[src/eth_udp_pkg.sv]
/*
  Shared definitions for the UDP endpoint.
  Holds the UDP header union, the APB register map and the payload FIFO
  sizing. Modules pull it in with a wildcard import in their header.
*/
package eth_udp_pkg;

  // Header on the wire and payload buffering
  localparam int UDP_HDR_BYTES = 8;
  localparam int FIFO_DEPTH    = 256;
  localparam int FIFO_AW       = 8;
  localparam int SEND_LEN_W    = 9;

  // APB register map in byte offsets
  localparam int APB_AW = 8;

  localparam logic [APB_AW-1:0] REG_SEND_PORTS = 8'h00;
  localparam logic [APB_AW-1:0] REG_SEND_LEN   = 8'h04;
  localparam logic [APB_AW-1:0] REG_TX_DATA    = 8'h08;
  localparam logic [APB_AW-1:0] REG_CTRL       = 8'h0C;
  localparam logic [APB_AW-1:0] REG_STATUS     = 8'h10;
  localparam logic [APB_AW-1:0] REG_RECV_PORTS = 8'h14;
  localparam logic [APB_AW-1:0] REG_RECV_LEN   = 8'h18;
  localparam logic [APB_AW-1:0] REG_RX_DATA    = 8'h1C;

  // CTRL write bits
  localparam int CTRL_SEND     = 0;
  localparam int CTRL_CLR_IRQ  = 1;
  localparam int CTRL_CLR_RXF  = 2;
  localparam int CTRL_CLR_TXF  = 3;

  // UDP header read as fields by the registers and as bytes on the wire
  // b[7] is the first byte sent
  typedef union packed {
    struct packed {
      logic [15:0] src_port;
      logic [15:0] dst_port;
      logic [15:0] length;
      logic [15:0] checksum;
    } f;
    logic [UDP_HDR_BYTES-1:0][7:0] b;
  } udp_hdr_u;

endpackage

[src/pkt_fifo.sv]
/*
  Circular byte buffer for UDP payloads.
  Used once for transmit and once for receive. Clear empties it in one
  cycle; a push when full or a pop when empty is dropped.
*/
module pkt_fifo
  import eth_udp_pkg::*;
(
  input  logic               i_clk_125MHz,
  input  logic               i_rst_int,
  input  logic               i_push,
  input  logic [7:0]         i_push_data,
  input  logic               i_pop,
  input  logic               i_clear,
  output logic [7:0]         o_head,
  output logic               o_empty,
  output logic               o_full,
  output logic [FIFO_AW:0]   o_count
);
  logic [7:0]         mem [FIFO_DEPTH];
  logic [FIFO_AW-1:0] wr_ptr;
  logic [FIFO_AW-1:0] rd_ptr;
  logic [FIFO_AW:0]   next_count;
  logic               do_push;
  logic               do_pop;

  assign do_push = i_push && !o_full;
  assign do_pop  = i_pop && !o_empty;
  assign o_head  = mem[rd_ptr];

  always_comb begin
    next_count = o_count;
    if (do_push && !do_pop) begin
      next_count = o_count + 1'b1;
    end else if (do_pop && !do_push) begin
      next_count = o_count - 1'b1;
    end
  end

  always_ff @(posedge i_clk_125MHz) begin
    if (i_rst_int || i_clear) begin
      wr_ptr  <= '0;
      rd_ptr  <= '0;
      o_count <= '0;
      o_empty <= 1'b1;
      o_full  <= 1'b0;
    end else begin
      if (do_push) begin
        wr_ptr <= wr_ptr + 1'b1;
      end
      if (do_pop) begin
        rd_ptr <= rd_ptr + 1'b1;
      end
      o_count <= next_count;
      // Flags are registered alongside the count
      o_empty <= (next_count == '0);
      o_full  <= (next_count == (FIFO_AW+1)'(FIFO_DEPTH));
    end
  end

  always_ff @(posedge i_clk_125MHz) begin
    if (do_push) begin
      mem[wr_ptr] <= i_push_data;
    end
  end

  a_count_max: assert property (@(posedge i_clk_125MHz) disable iff (i_rst_int)
    o_count <= (FIFO_AW+1)'(FIFO_DEPTH));

  // Pointers meet with the buffer not full only when nothing is stored
  a_empty_flag: assert property (@(posedge i_clk_125MHz) disable iff (i_rst_int)
    o_empty == ((wr_ptr == rd_ptr) && !o_full));

endmodule

[src/udp_tx_framer.sv]
/*
  UDP transmit framer.
  On a send request it captures ports and length, then streams the
  8 header bytes followed by the payload taken from the transmit FIFO.
  Checksum goes out as zero. An empty FIFO stalls valid.
*/
module udp_tx_framer
  import eth_udp_pkg::*;
(
  input  logic                  i_clk_125MHz,
  input  logic                  i_rst_int,
  input  logic                  i_send_req,
  input  logic [15:0]           i_src_port,
  input  logic [15:0]           i_dst_port,
  input  logic [SEND_LEN_W-1:0] i_len,
  input  logic [7:0]            i_fifo_head,
  input  logic                  i_fifo_empty,
  input  logic                  i_tx_ready,
  output logic                  o_fifo_pop,
  output logic [7:0]            o_tx_data,
  output logic                  o_tx_valid,
  output logic                  o_tx_last,
  output logic                  o_busy,
  output logic                  o_done
);
  udp_hdr_u              hdr;
  logic [SEND_LEN_W:0]   cnt;
  logic [SEND_LEN_W:0]   last_idx;
  logic                  start;
  logic                  in_hdr;
  logic                  hs;

  assign start  = i_send_req && !o_busy;
  assign in_hdr = (cnt < UDP_HDR_BYTES);
  assign hs     = o_tx_valid && i_tx_ready;

  // Header bytes go first with the most significant byte of each field leading
  assign o_tx_data  = in_hdr ? hdr.b[3'(UDP_HDR_BYTES - 1) - cnt[2:0]] : i_fifo_head;
  assign o_tx_valid = o_busy && (in_hdr || !i_fifo_empty);
  assign o_tx_last  = (cnt == last_idx);
  assign o_fifo_pop = hs && !in_hdr;

  always_ff @(posedge i_clk_125MHz) begin
    if (i_rst_int) begin
      o_busy <= 1'b0;
      o_done <= 1'b0;
      cnt    <= '0;
    end else begin
      o_done <= hs && o_tx_last;
      if (start) begin
        o_busy <= 1'b1;
        cnt    <= '0;
      end else if (hs) begin
        if (o_tx_last) begin
          o_busy <= 1'b0;
        end
        cnt <= cnt + 1'b1;
      end
    end
  end

  always_ff @(posedge i_clk_125MHz) begin
    if (start) begin
      hdr.f.src_port <= i_src_port;
      hdr.f.dst_port <= i_dst_port;
      hdr.f.length   <= 16'(i_len) + 16'(UDP_HDR_BYTES);
      hdr.f.checksum <= '0;
      last_idx       <= {1'b0, i_len} + (SEND_LEN_W+1)'(UDP_HDR_BYTES - 1);
    end
  end

  a_stall_stable: assert property (@(posedge i_clk_125MHz) disable iff (i_rst_int)
    o_tx_valid && !i_tx_ready |=> o_tx_valid && $stable(o_tx_data) && $stable(o_tx_last));

endmodule

[src/udp_rx_parser.sv]
/*
  UDP receive parser.
  The first 8 bytes of a frame build the header, later bytes go to the
  receive FIFO. At the last byte a frame of at least 8 bytes latches the
  header and pulses done; shorter frames are dropped.
*/
module udp_rx_parser
  import eth_udp_pkg::*;
(
  input  logic       i_clk_125MHz,
  input  logic       i_rst_int,
  input  logic [7:0] i_rx_data,
  input  logic       i_rx_valid,
  input  logic       i_rx_last,
  input  logic       i_fifo_full,
  output logic       o_rx_ready,
  output logic       o_fifo_push,
  output logic [7:0] o_fifo_data,
  output udp_hdr_u   o_recv_hdr,
  output logic       o_done
);
  udp_hdr_u   work;
  udp_hdr_u   next_work;
  logic [3:0] cnt;
  logic       in_hdr;
  logic       hs;
  logic       hdr_complete;

  assign in_hdr      = (cnt < UDP_HDR_BYTES);
  // Stall only for a payload byte with nowhere to go
  assign o_rx_ready  = in_hdr || !i_fifo_full;
  assign hs          = i_rx_valid && o_rx_ready;
  assign o_fifo_push = hs && !in_hdr;
  assign o_fifo_data = i_rx_data;

  // Includes a frame whose last byte is the 8th header byte
  assign hdr_complete = !in_hdr || (cnt == 4'(UDP_HDR_BYTES - 1));

  always_comb begin
    next_work = work;
    if (in_hdr) begin
      next_work.b = {work.b[UDP_HDR_BYTES-2:0], i_rx_data};
    end
  end

  always_ff @(posedge i_clk_125MHz) begin
    if (i_rst_int) begin
      cnt        <= '0;
      o_done     <= 1'b0;
      o_recv_hdr <= '0;
    end else begin
      o_done <= 1'b0;
      if (hs) begin
        if (i_rx_last) begin
          cnt <= '0;
          if (hdr_complete) begin
            o_recv_hdr <= next_work;
            o_done     <= 1'b1;
          end
        end else if (in_hdr) begin
          cnt <= cnt + 1'b1;
        end
      end
    end
  end

  always_ff @(posedge i_clk_125MHz) begin
    if (hs) begin
      work <= next_work;
    end
  end

endmodule

[src/eth_csr_apb.sv]
/*
  APB register block of the UDP endpoint.
  Zero wait states. Holds send ports and length, feeds both payload FIFOs,
  keeps a pending send until the framer is idle and owns the two
  interrupt flags. Unmapped accesses and writes to read-only registers
  return PSLVERR and change nothing.
*/
module eth_csr_apb
  import eth_udp_pkg::*;
(
  input  logic                  i_clk_125MHz,
  input  logic                  i_rst_int,
  input  logic                  i_psel,
  input  logic                  i_penable,
  input  logic                  i_pwrite,
  input  logic [APB_AW-1:0]     i_paddr,
  input  logic [31:0]           i_pwdata,
  output logic [31:0]           o_prdata,
  output logic                  o_pready,
  output logic                  o_pslverr,
  input  logic [7:0]            i_rx_head,
  input  logic                  i_rx_empty,
  input  logic [FIFO_AW:0]      i_rx_count,
  input  logic                  i_tx_empty,
  input  logic                  i_tx_full,
  input  logic                  i_tx_busy,
  input  logic                  i_tx_done,
  input  logic                  i_rx_done,
  input  udp_hdr_u              i_recv_hdr,
  output logic                  o_tx_push,
  output logic [7:0]            o_tx_push_data,
  output logic                  o_rx_pop,
  output logic                  o_rx_clear,
  output logic                  o_tx_clear,
  output logic                  o_send_req,
  output logic [15:0]           o_src_port,
  output logic [15:0]           o_dst_port,
  output logic [SEND_LEN_W-1:0] o_len,
  output logic                  o_pkt_recv,
  output logic                  o_pkt_sent
);
  logic access;
  logic mapped;
  logic read_only;
  logic wr_ok;
  logic ctrl_wr;
  logic clr_irq;
  logic send_pend;

  assign access    = i_psel && i_penable;
  assign o_pready  = 1'b1;
  assign o_pslverr = access && (!mapped || (i_pwrite && read_only));
  assign wr_ok     = access && i_pwrite && !o_pslverr;

  always_comb begin
    mapped    = 1'b1;
    read_only = 1'b0;
    o_prdata  = '0;
    case (i_paddr)
      REG_SEND_PORTS: o_prdata = {o_src_port, o_dst_port};
      REG_SEND_LEN:   o_prdata = 32'(o_len);
      REG_TX_DATA, REG_CTRL: o_prdata = '0;
      REG_STATUS: begin
        read_only = 1'b1;
        o_prdata  = {7'b0, i_rx_count, 11'b0, i_tx_full, i_tx_empty, i_rx_empty,
                     o_pkt_sent, o_pkt_recv};
      end
      REG_RECV_PORTS: begin
        read_only = 1'b1;
        o_prdata  = {i_recv_hdr.f.src_port, i_recv_hdr.f.dst_port};
      end
      REG_RECV_LEN: begin
        read_only = 1'b1;
        o_prdata  = 32'(i_recv_hdr.f.length);
      end
      REG_RX_DATA: begin
        read_only = 1'b1;
        o_prdata  = i_rx_empty ? '0 : 32'(i_rx_head);
      end
      default: mapped = 1'b0;
    endcase
  end

  // FIFO and command strobes
  assign ctrl_wr        = wr_ok && (i_paddr == REG_CTRL);
  assign clr_irq        = ctrl_wr && i_pwdata[CTRL_CLR_IRQ];
  assign o_rx_clear     = ctrl_wr && i_pwdata[CTRL_CLR_RXF];
  assign o_tx_clear     = ctrl_wr && i_pwdata[CTRL_CLR_TXF];
  assign o_tx_push      = wr_ok && (i_paddr == REG_TX_DATA);
  assign o_tx_push_data = i_pwdata[7:0];
  assign o_rx_pop       = access && !i_pwrite && (i_paddr == REG_RX_DATA) && !i_rx_empty;
  assign o_send_req     = send_pend && !i_tx_busy;

  always_ff @(posedge i_clk_125MHz) begin
    if (i_rst_int) begin
      o_src_port <= '0;
      o_dst_port <= '0;
      o_len      <= '0;
      send_pend  <= 1'b0;
      o_pkt_recv <= 1'b0;
      o_pkt_sent <= 1'b0;
    end else begin
      if (wr_ok && (i_paddr == REG_SEND_PORTS)) begin
        o_src_port <= i_pwdata[31:16];
        o_dst_port <= i_pwdata[15:0];
      end
      if (wr_ok && (i_paddr == REG_SEND_LEN)) begin
        o_len <= i_pwdata[SEND_LEN_W-1:0];
      end
      if (ctrl_wr && i_pwdata[CTRL_SEND]) begin
        send_pend <= 1'b1;
      end else if (o_send_req) begin
        send_pend <= 1'b0;
      end
      // Clear beats a done pulse in the same cycle
      o_pkt_recv <= !clr_irq && (o_pkt_recv || i_rx_done);
      o_pkt_sent <= !clr_irq && (o_pkt_sent || i_tx_done);
    end
  end

endmodule

[src/udp_endpoint.sv]
/*
  Top of the single-clock UDP endpoint.
  APB register block, transmit and receive payload FIFOs, header framer
  and header parser, joined by wires only.
*/
module udp_endpoint
  import eth_udp_pkg::*;
(
  input  logic              i_clk_125MHz,
  input  logic              i_rst_int,
  input  logic              i_psel,
  input  logic              i_penable,
  input  logic              i_pwrite,
  input  logic [APB_AW-1:0] i_paddr,
  input  logic [31:0]       i_pwdata,
  output logic [31:0]       o_prdata,
  output logic              o_pready,
  output logic              o_pslverr,
  output logic [7:0]        o_tx_data,
  output logic              o_tx_valid,
  output logic              o_tx_last,
  input  logic              i_tx_ready,
  input  logic [7:0]        i_rx_data,
  input  logic              i_rx_valid,
  input  logic              i_rx_last,
  output logic              o_rx_ready,
  output logic              o_pkt_recv,
  output logic              o_pkt_sent
);
  logic [7:0]            tx_push_data, tx_head, rx_head, rx_push_data;
  logic                  tx_push, tx_pop, tx_clear, tx_empty, tx_full;
  logic                  rx_push, rx_pop, rx_clear, rx_empty, rx_full;
  logic [FIFO_AW:0]      rx_count;
  logic                  send_req, tx_busy, tx_done, rx_done;
  logic [15:0]           src_port, dst_port;
  logic [SEND_LEN_W-1:0] send_len;
  udp_hdr_u              recv_hdr;

  eth_csr_apb u_csr (
    .i_clk_125MHz(i_clk_125MHz), .i_rst_int(i_rst_int),
    .i_psel(i_psel), .i_penable(i_penable), .i_pwrite(i_pwrite),
    .i_paddr(i_paddr), .i_pwdata(i_pwdata),
    .o_prdata(o_prdata), .o_pready(o_pready), .o_pslverr(o_pslverr),
    .i_rx_head(rx_head), .i_rx_empty(rx_empty), .i_rx_count(rx_count),
    .i_tx_empty(tx_empty), .i_tx_full(tx_full), .i_tx_busy(tx_busy),
    .i_tx_done(tx_done), .i_rx_done(rx_done), .i_recv_hdr(recv_hdr),
    .o_tx_push(tx_push), .o_tx_push_data(tx_push_data), .o_rx_pop(rx_pop),
    .o_rx_clear(rx_clear), .o_tx_clear(tx_clear), .o_send_req(send_req),
    .o_src_port(src_port), .o_dst_port(dst_port), .o_len(send_len),
    .o_pkt_recv(o_pkt_recv), .o_pkt_sent(o_pkt_sent)
  );

  // Transmit count is not exported
  pkt_fifo u_tx_fifo (
    .i_clk_125MHz(i_clk_125MHz), .i_rst_int(i_rst_int),
    .i_push(tx_push), .i_push_data(tx_push_data), .i_pop(tx_pop), .i_clear(tx_clear),
    .o_head(tx_head), .o_empty(tx_empty), .o_full(tx_full), .o_count()
  );

  pkt_fifo u_rx_fifo (
    .i_clk_125MHz(i_clk_125MHz), .i_rst_int(i_rst_int),
    .i_push(rx_push), .i_push_data(rx_push_data), .i_pop(rx_pop), .i_clear(rx_clear),
    .o_head(rx_head), .o_empty(rx_empty), .o_full(rx_full), .o_count(rx_count)
  );

  udp_tx_framer u_framer (
    .i_clk_125MHz(i_clk_125MHz), .i_rst_int(i_rst_int), .i_send_req(send_req),
    .i_src_port(src_port), .i_dst_port(dst_port), .i_len(send_len),
    .i_fifo_head(tx_head), .i_fifo_empty(tx_empty), .i_tx_ready(i_tx_ready),
    .o_fifo_pop(tx_pop), .o_tx_data(o_tx_data), .o_tx_valid(o_tx_valid),
    .o_tx_last(o_tx_last), .o_busy(tx_busy), .o_done(tx_done)
  );

  udp_rx_parser u_parser (
    .i_clk_125MHz(i_clk_125MHz), .i_rst_int(i_rst_int),
    .i_rx_data(i_rx_data), .i_rx_valid(i_rx_valid), .i_rx_last(i_rx_last),
    .i_fifo_full(rx_full), .o_rx_ready(o_rx_ready), .o_fifo_push(rx_push),
    .o_fifo_data(rx_push_data), .o_recv_hdr(recv_hdr), .o_done(rx_done)
  );

endmodule

[config.mk]
export PLATFORM = sky130hd
export DESIGN_NAME = udp_endpoint
export DESIGN_NICKNAME = d
export VERILOG_FILES = /design/src/eth_udp_pkg.sv /design/src/pkt_fifo.sv /design/src/udp_tx_framer.sv /design/src/udp_rx_parser.sv /design/src/eth_csr_apb.sv /design/src/udp_endpoint.sv
export SDC_FILE = /design/constraint.sdc
export NUM_CORES = 2
export LEC_CHECK = 0
export BUFFER_PORTS_ARGS = -buffer_cell sky130_fd_sc_hd__buf_4
export CAP_MARGIN = 20
export CORE_ASPECT_RATIO = 1.2
export CORE_MARGIN = 5
export CORE_UTILIZATION = 45
export CTS_CLUSTER_DIAMETER = 100
export DETAILED_ROUTE_END_ITERATION = 8
export GPL_ROUTABILITY_DRIVEN = 1
export PLACE_DENSITY_LB_ADDON = 0.05
export SLEW_MARGIN = 20
export SYNTH_ARGS = -nofsm -noshare
export SYNTH_HDL_FRONTEND = slang
export SYNTH_HIERARCHICAL = 1
export SYNTH_SLANG_ARGS = --single-unit
export TNS_END_PERCENT = 30
[constraint.sdc]
create_clock -name i_clk_125MHz -period 4.7 [get_ports i_clk_125MHz]
set_input_delay 0.705 -clock i_clk_125MHz [delete_from_list [all_inputs] [get_ports i_clk_125MHz]]
set_output_delay 0.705 -clock i_clk_125MHz [all_outputs]
set_load 0.03 [all_outputs]
==> results.cfg <==
[placement]
portBuffers = 101
gp_congestion = 0.846
dp_hpwl_mm = 308

[die]
row_count = 248
num_io_pins = 103
initial_core_util_pct = 45.2
die_h_um = 688
die_w_um = 575
core_um2 = 381000
die_area_um2 = 395000

[routing]
wire_per_inst_um = 32.0
dr_total_vias = 88900
ant_nets = 0
vias_per_cell = 5.89
drt_wl_total_mm = 483
drc = 0
first_iter_violations = 8088
drt-pass1-iter-count = 5

[sta]
timing.final.crit_share_pct = 113
hold_viol = 0
slew_headroom_pct = 21.9
tns_ns = -7.01
max_freq_mhz = 188
setup_viol = 16
final.setup.worst_slack_ns = -0.618
worst_slew_pin_slew_ns = 1.16
holdWs_ns = 0.117
min_period_ns = 5.32
grt_setup_unrepaired = yes
fin_skew_ns = 0.0318
final_max_slew_viol_count = 0

[clock_network]
cts_tree = done
cts_root_buf = clkbuf_16
clk_latency_ns = 0.97
numCtsBuffers = 439
ctsLongestPathBuffers = 4
clkSlewWorstSetupHoldPaths_ns = 0.06
cts.sinks = 4391
h-tree-depth = 5

[job]
maxCapViolations = 0

[pwr]
cell_internal_pwr_mw = 62.8
power_density_nw_per_um2 = 388
switching_share_pct = 19.7
combPwrFrac_pct = 1.1
leakage_nw = 62.4
clockPowerShare_pct = 44.0
net-switching-power_mw = 15.4
power_mw = 78.2
ir_worst_vdd_mv = 0.339
seqPwrFrac_pct = 54.8

[critical_path]
cp_num_cells = 12
worstPathRequired_ns = 3.99
worstRegToRegCells = 5
critPathArrivalTime_ns = 4.61
r2r_slack_ns = 1.13
crit_end = o_prdata[2]
path_delay_family = compound AO/OA/AOI/OAI gates
cp-end-kind = output pin
worstSetupStartpointType = flip-flop
critPathMaxFanout = 27
crit_path_max_incr_delay_ns = 0.61
path_class = reg -> out
cp_slowest_cell = nor4bb_4
r2r-end = u_rx_fifo/mem[76][0]
cp.buffers_inverters = 4
worstPathCellList = buf_16, buf_12, bufbuf_16, a311oi_1, nand2_2, a41oi_2, nor4bb_4, nor2b_1, mux2i_1, o22ai_1, o2bb2ai_2, buf_6
r2r-start = u_rx_fifo/wr_ptr[0]

[global_routing]
antenna_found_initial = 9
grt_first_pass_wirelength_mm = 688
grt_usage_pct = 24.1
grt_pass1_vias = 92000
grt_max_degree = 173
grt-ovfl-total = 0

[yosys]
avgSynthCellArea_um2 = 19.7
yosys_warnings = 6
postSynthCellCount = 8722
syn_area_um2 = 172000
syn_nets = 8796

[layout]
nNetsFinal = 9808
drive_above_1_share_pct = 29.3
area_delta_synth_final_pct = 17.0
layout_common_cells = 4212 x edfxtp_1, 899 x buf_4, 899 x mux4_2
layout_commonest_cell = edfxtp_1

[status]
status = finished, violations left
violations = negative setup slack

[hold_path]
hp-start = i_rst_int
hold_class = in -> reg
final cells by class:
type | instances | area (um^2)
inverter | 30 | 113
clock inverter | 237 | 2160
antenna | 8 | 20.0
multi-input combinational | 3742 | 40000
timing repair buffer | 1130 | 11000
fill | 30000 | 179000
tap | 5000 | 6260
clock buffer | 562 | 11800
sequential | 4391 | 130000
how the worst min path moves through the flow:
stage	end	slack, ns	cells after the start
5_1_grt	u_csr/o_dst_port[2]	0.07	2
3_3_place_gp	u_framer/hdr[40]	0.44	0
2_1_floorplan	u_framer/hdr[48]	0.42	0
3_5_place_dp	u_framer/hdr[40]	0.44	0
4_1_cts	u_csr/o_dst_port[2]	0.01	2
6_report	u_csr/send_pend	0.12	2
per-layer routing:
| layer | vias up | global-route usage [%] | part of all wire, % |
|---|---|---|---|
| met1 | 47800 | 30.5 | 39 |
| met2 | 2512 | 43.4 | 53 |
| met5 | - | 0 | 0 |
| li1 | 37900 | - | - |
| met3 | 691 | 2.61 | 4.3 |
| met4 | 0 | 7.76 | 3.8 |
flip-flops by register name (all words and copies together) (netlist names), 4 cells and up, named ones only:
signal / flops
u_tx_fifo/o_count: 9
u_tx_fifo/rd_ptr: 8
u_rx_fifo/wr_ptr: 8
u_parser/o_recv_hdr: 48
u_tx_fifo/wr_ptr: 8
u_framer/hdr: 42
u_parser/cnt: 4
u_framer/last_idx: 10
u_rx_fifo/rd_ptr: 8
u_csr/o_dst_port: 16
u_csr/o_src_port: 16
u_rx_fifo/o_count: 9
u_tx_fifo/mem: 2048
u_framer/cnt: 10
u_rx_fifo/mem: 2048
u_csr/o_len: 9
u_parser/work: 64
through the flow:
step / instances / worst slack (ns) / utilization, % / cell area [um^2]
after CTS: 15100 / -0.693 / 52.8 / 201000
after global placement: 14200 / -1.30 / 48.4 / 184000
after detailed placement: 14200 / -0.604 / 48.4 / 184000
after global routing: 15100 / -0.683 / 52.9 / 201000
after floorplan: 8722 / 0.298 / - / 172000
final: 15100 / -0.618 / 52.9 / 201000
power groups by stage:
stage               sequential (mW)  clock (mW)  combinational (mW)
detailed placement             43.7           0               0.904
CTS                            42.9        35.2               0.919
global route                   42.9        36.9               0.959
floorplan                      43.7           0               0.377
finish                         42.9        34.5               0.892
global placement               43.7           0               0.856
what timing repair did:
item | in CTS | in global routing
hold buffers | 26 | 0
setup buffers | 69 | 21
resized for setup | 282 | 52
gates cloned | 17 | 2
setup endpoints to repair | 16 | 16
pin swaps | 59 | 20
endpoints found under the hold margin | 27 | 0
No activity file was read; power rests on OpenSTA's default activity.
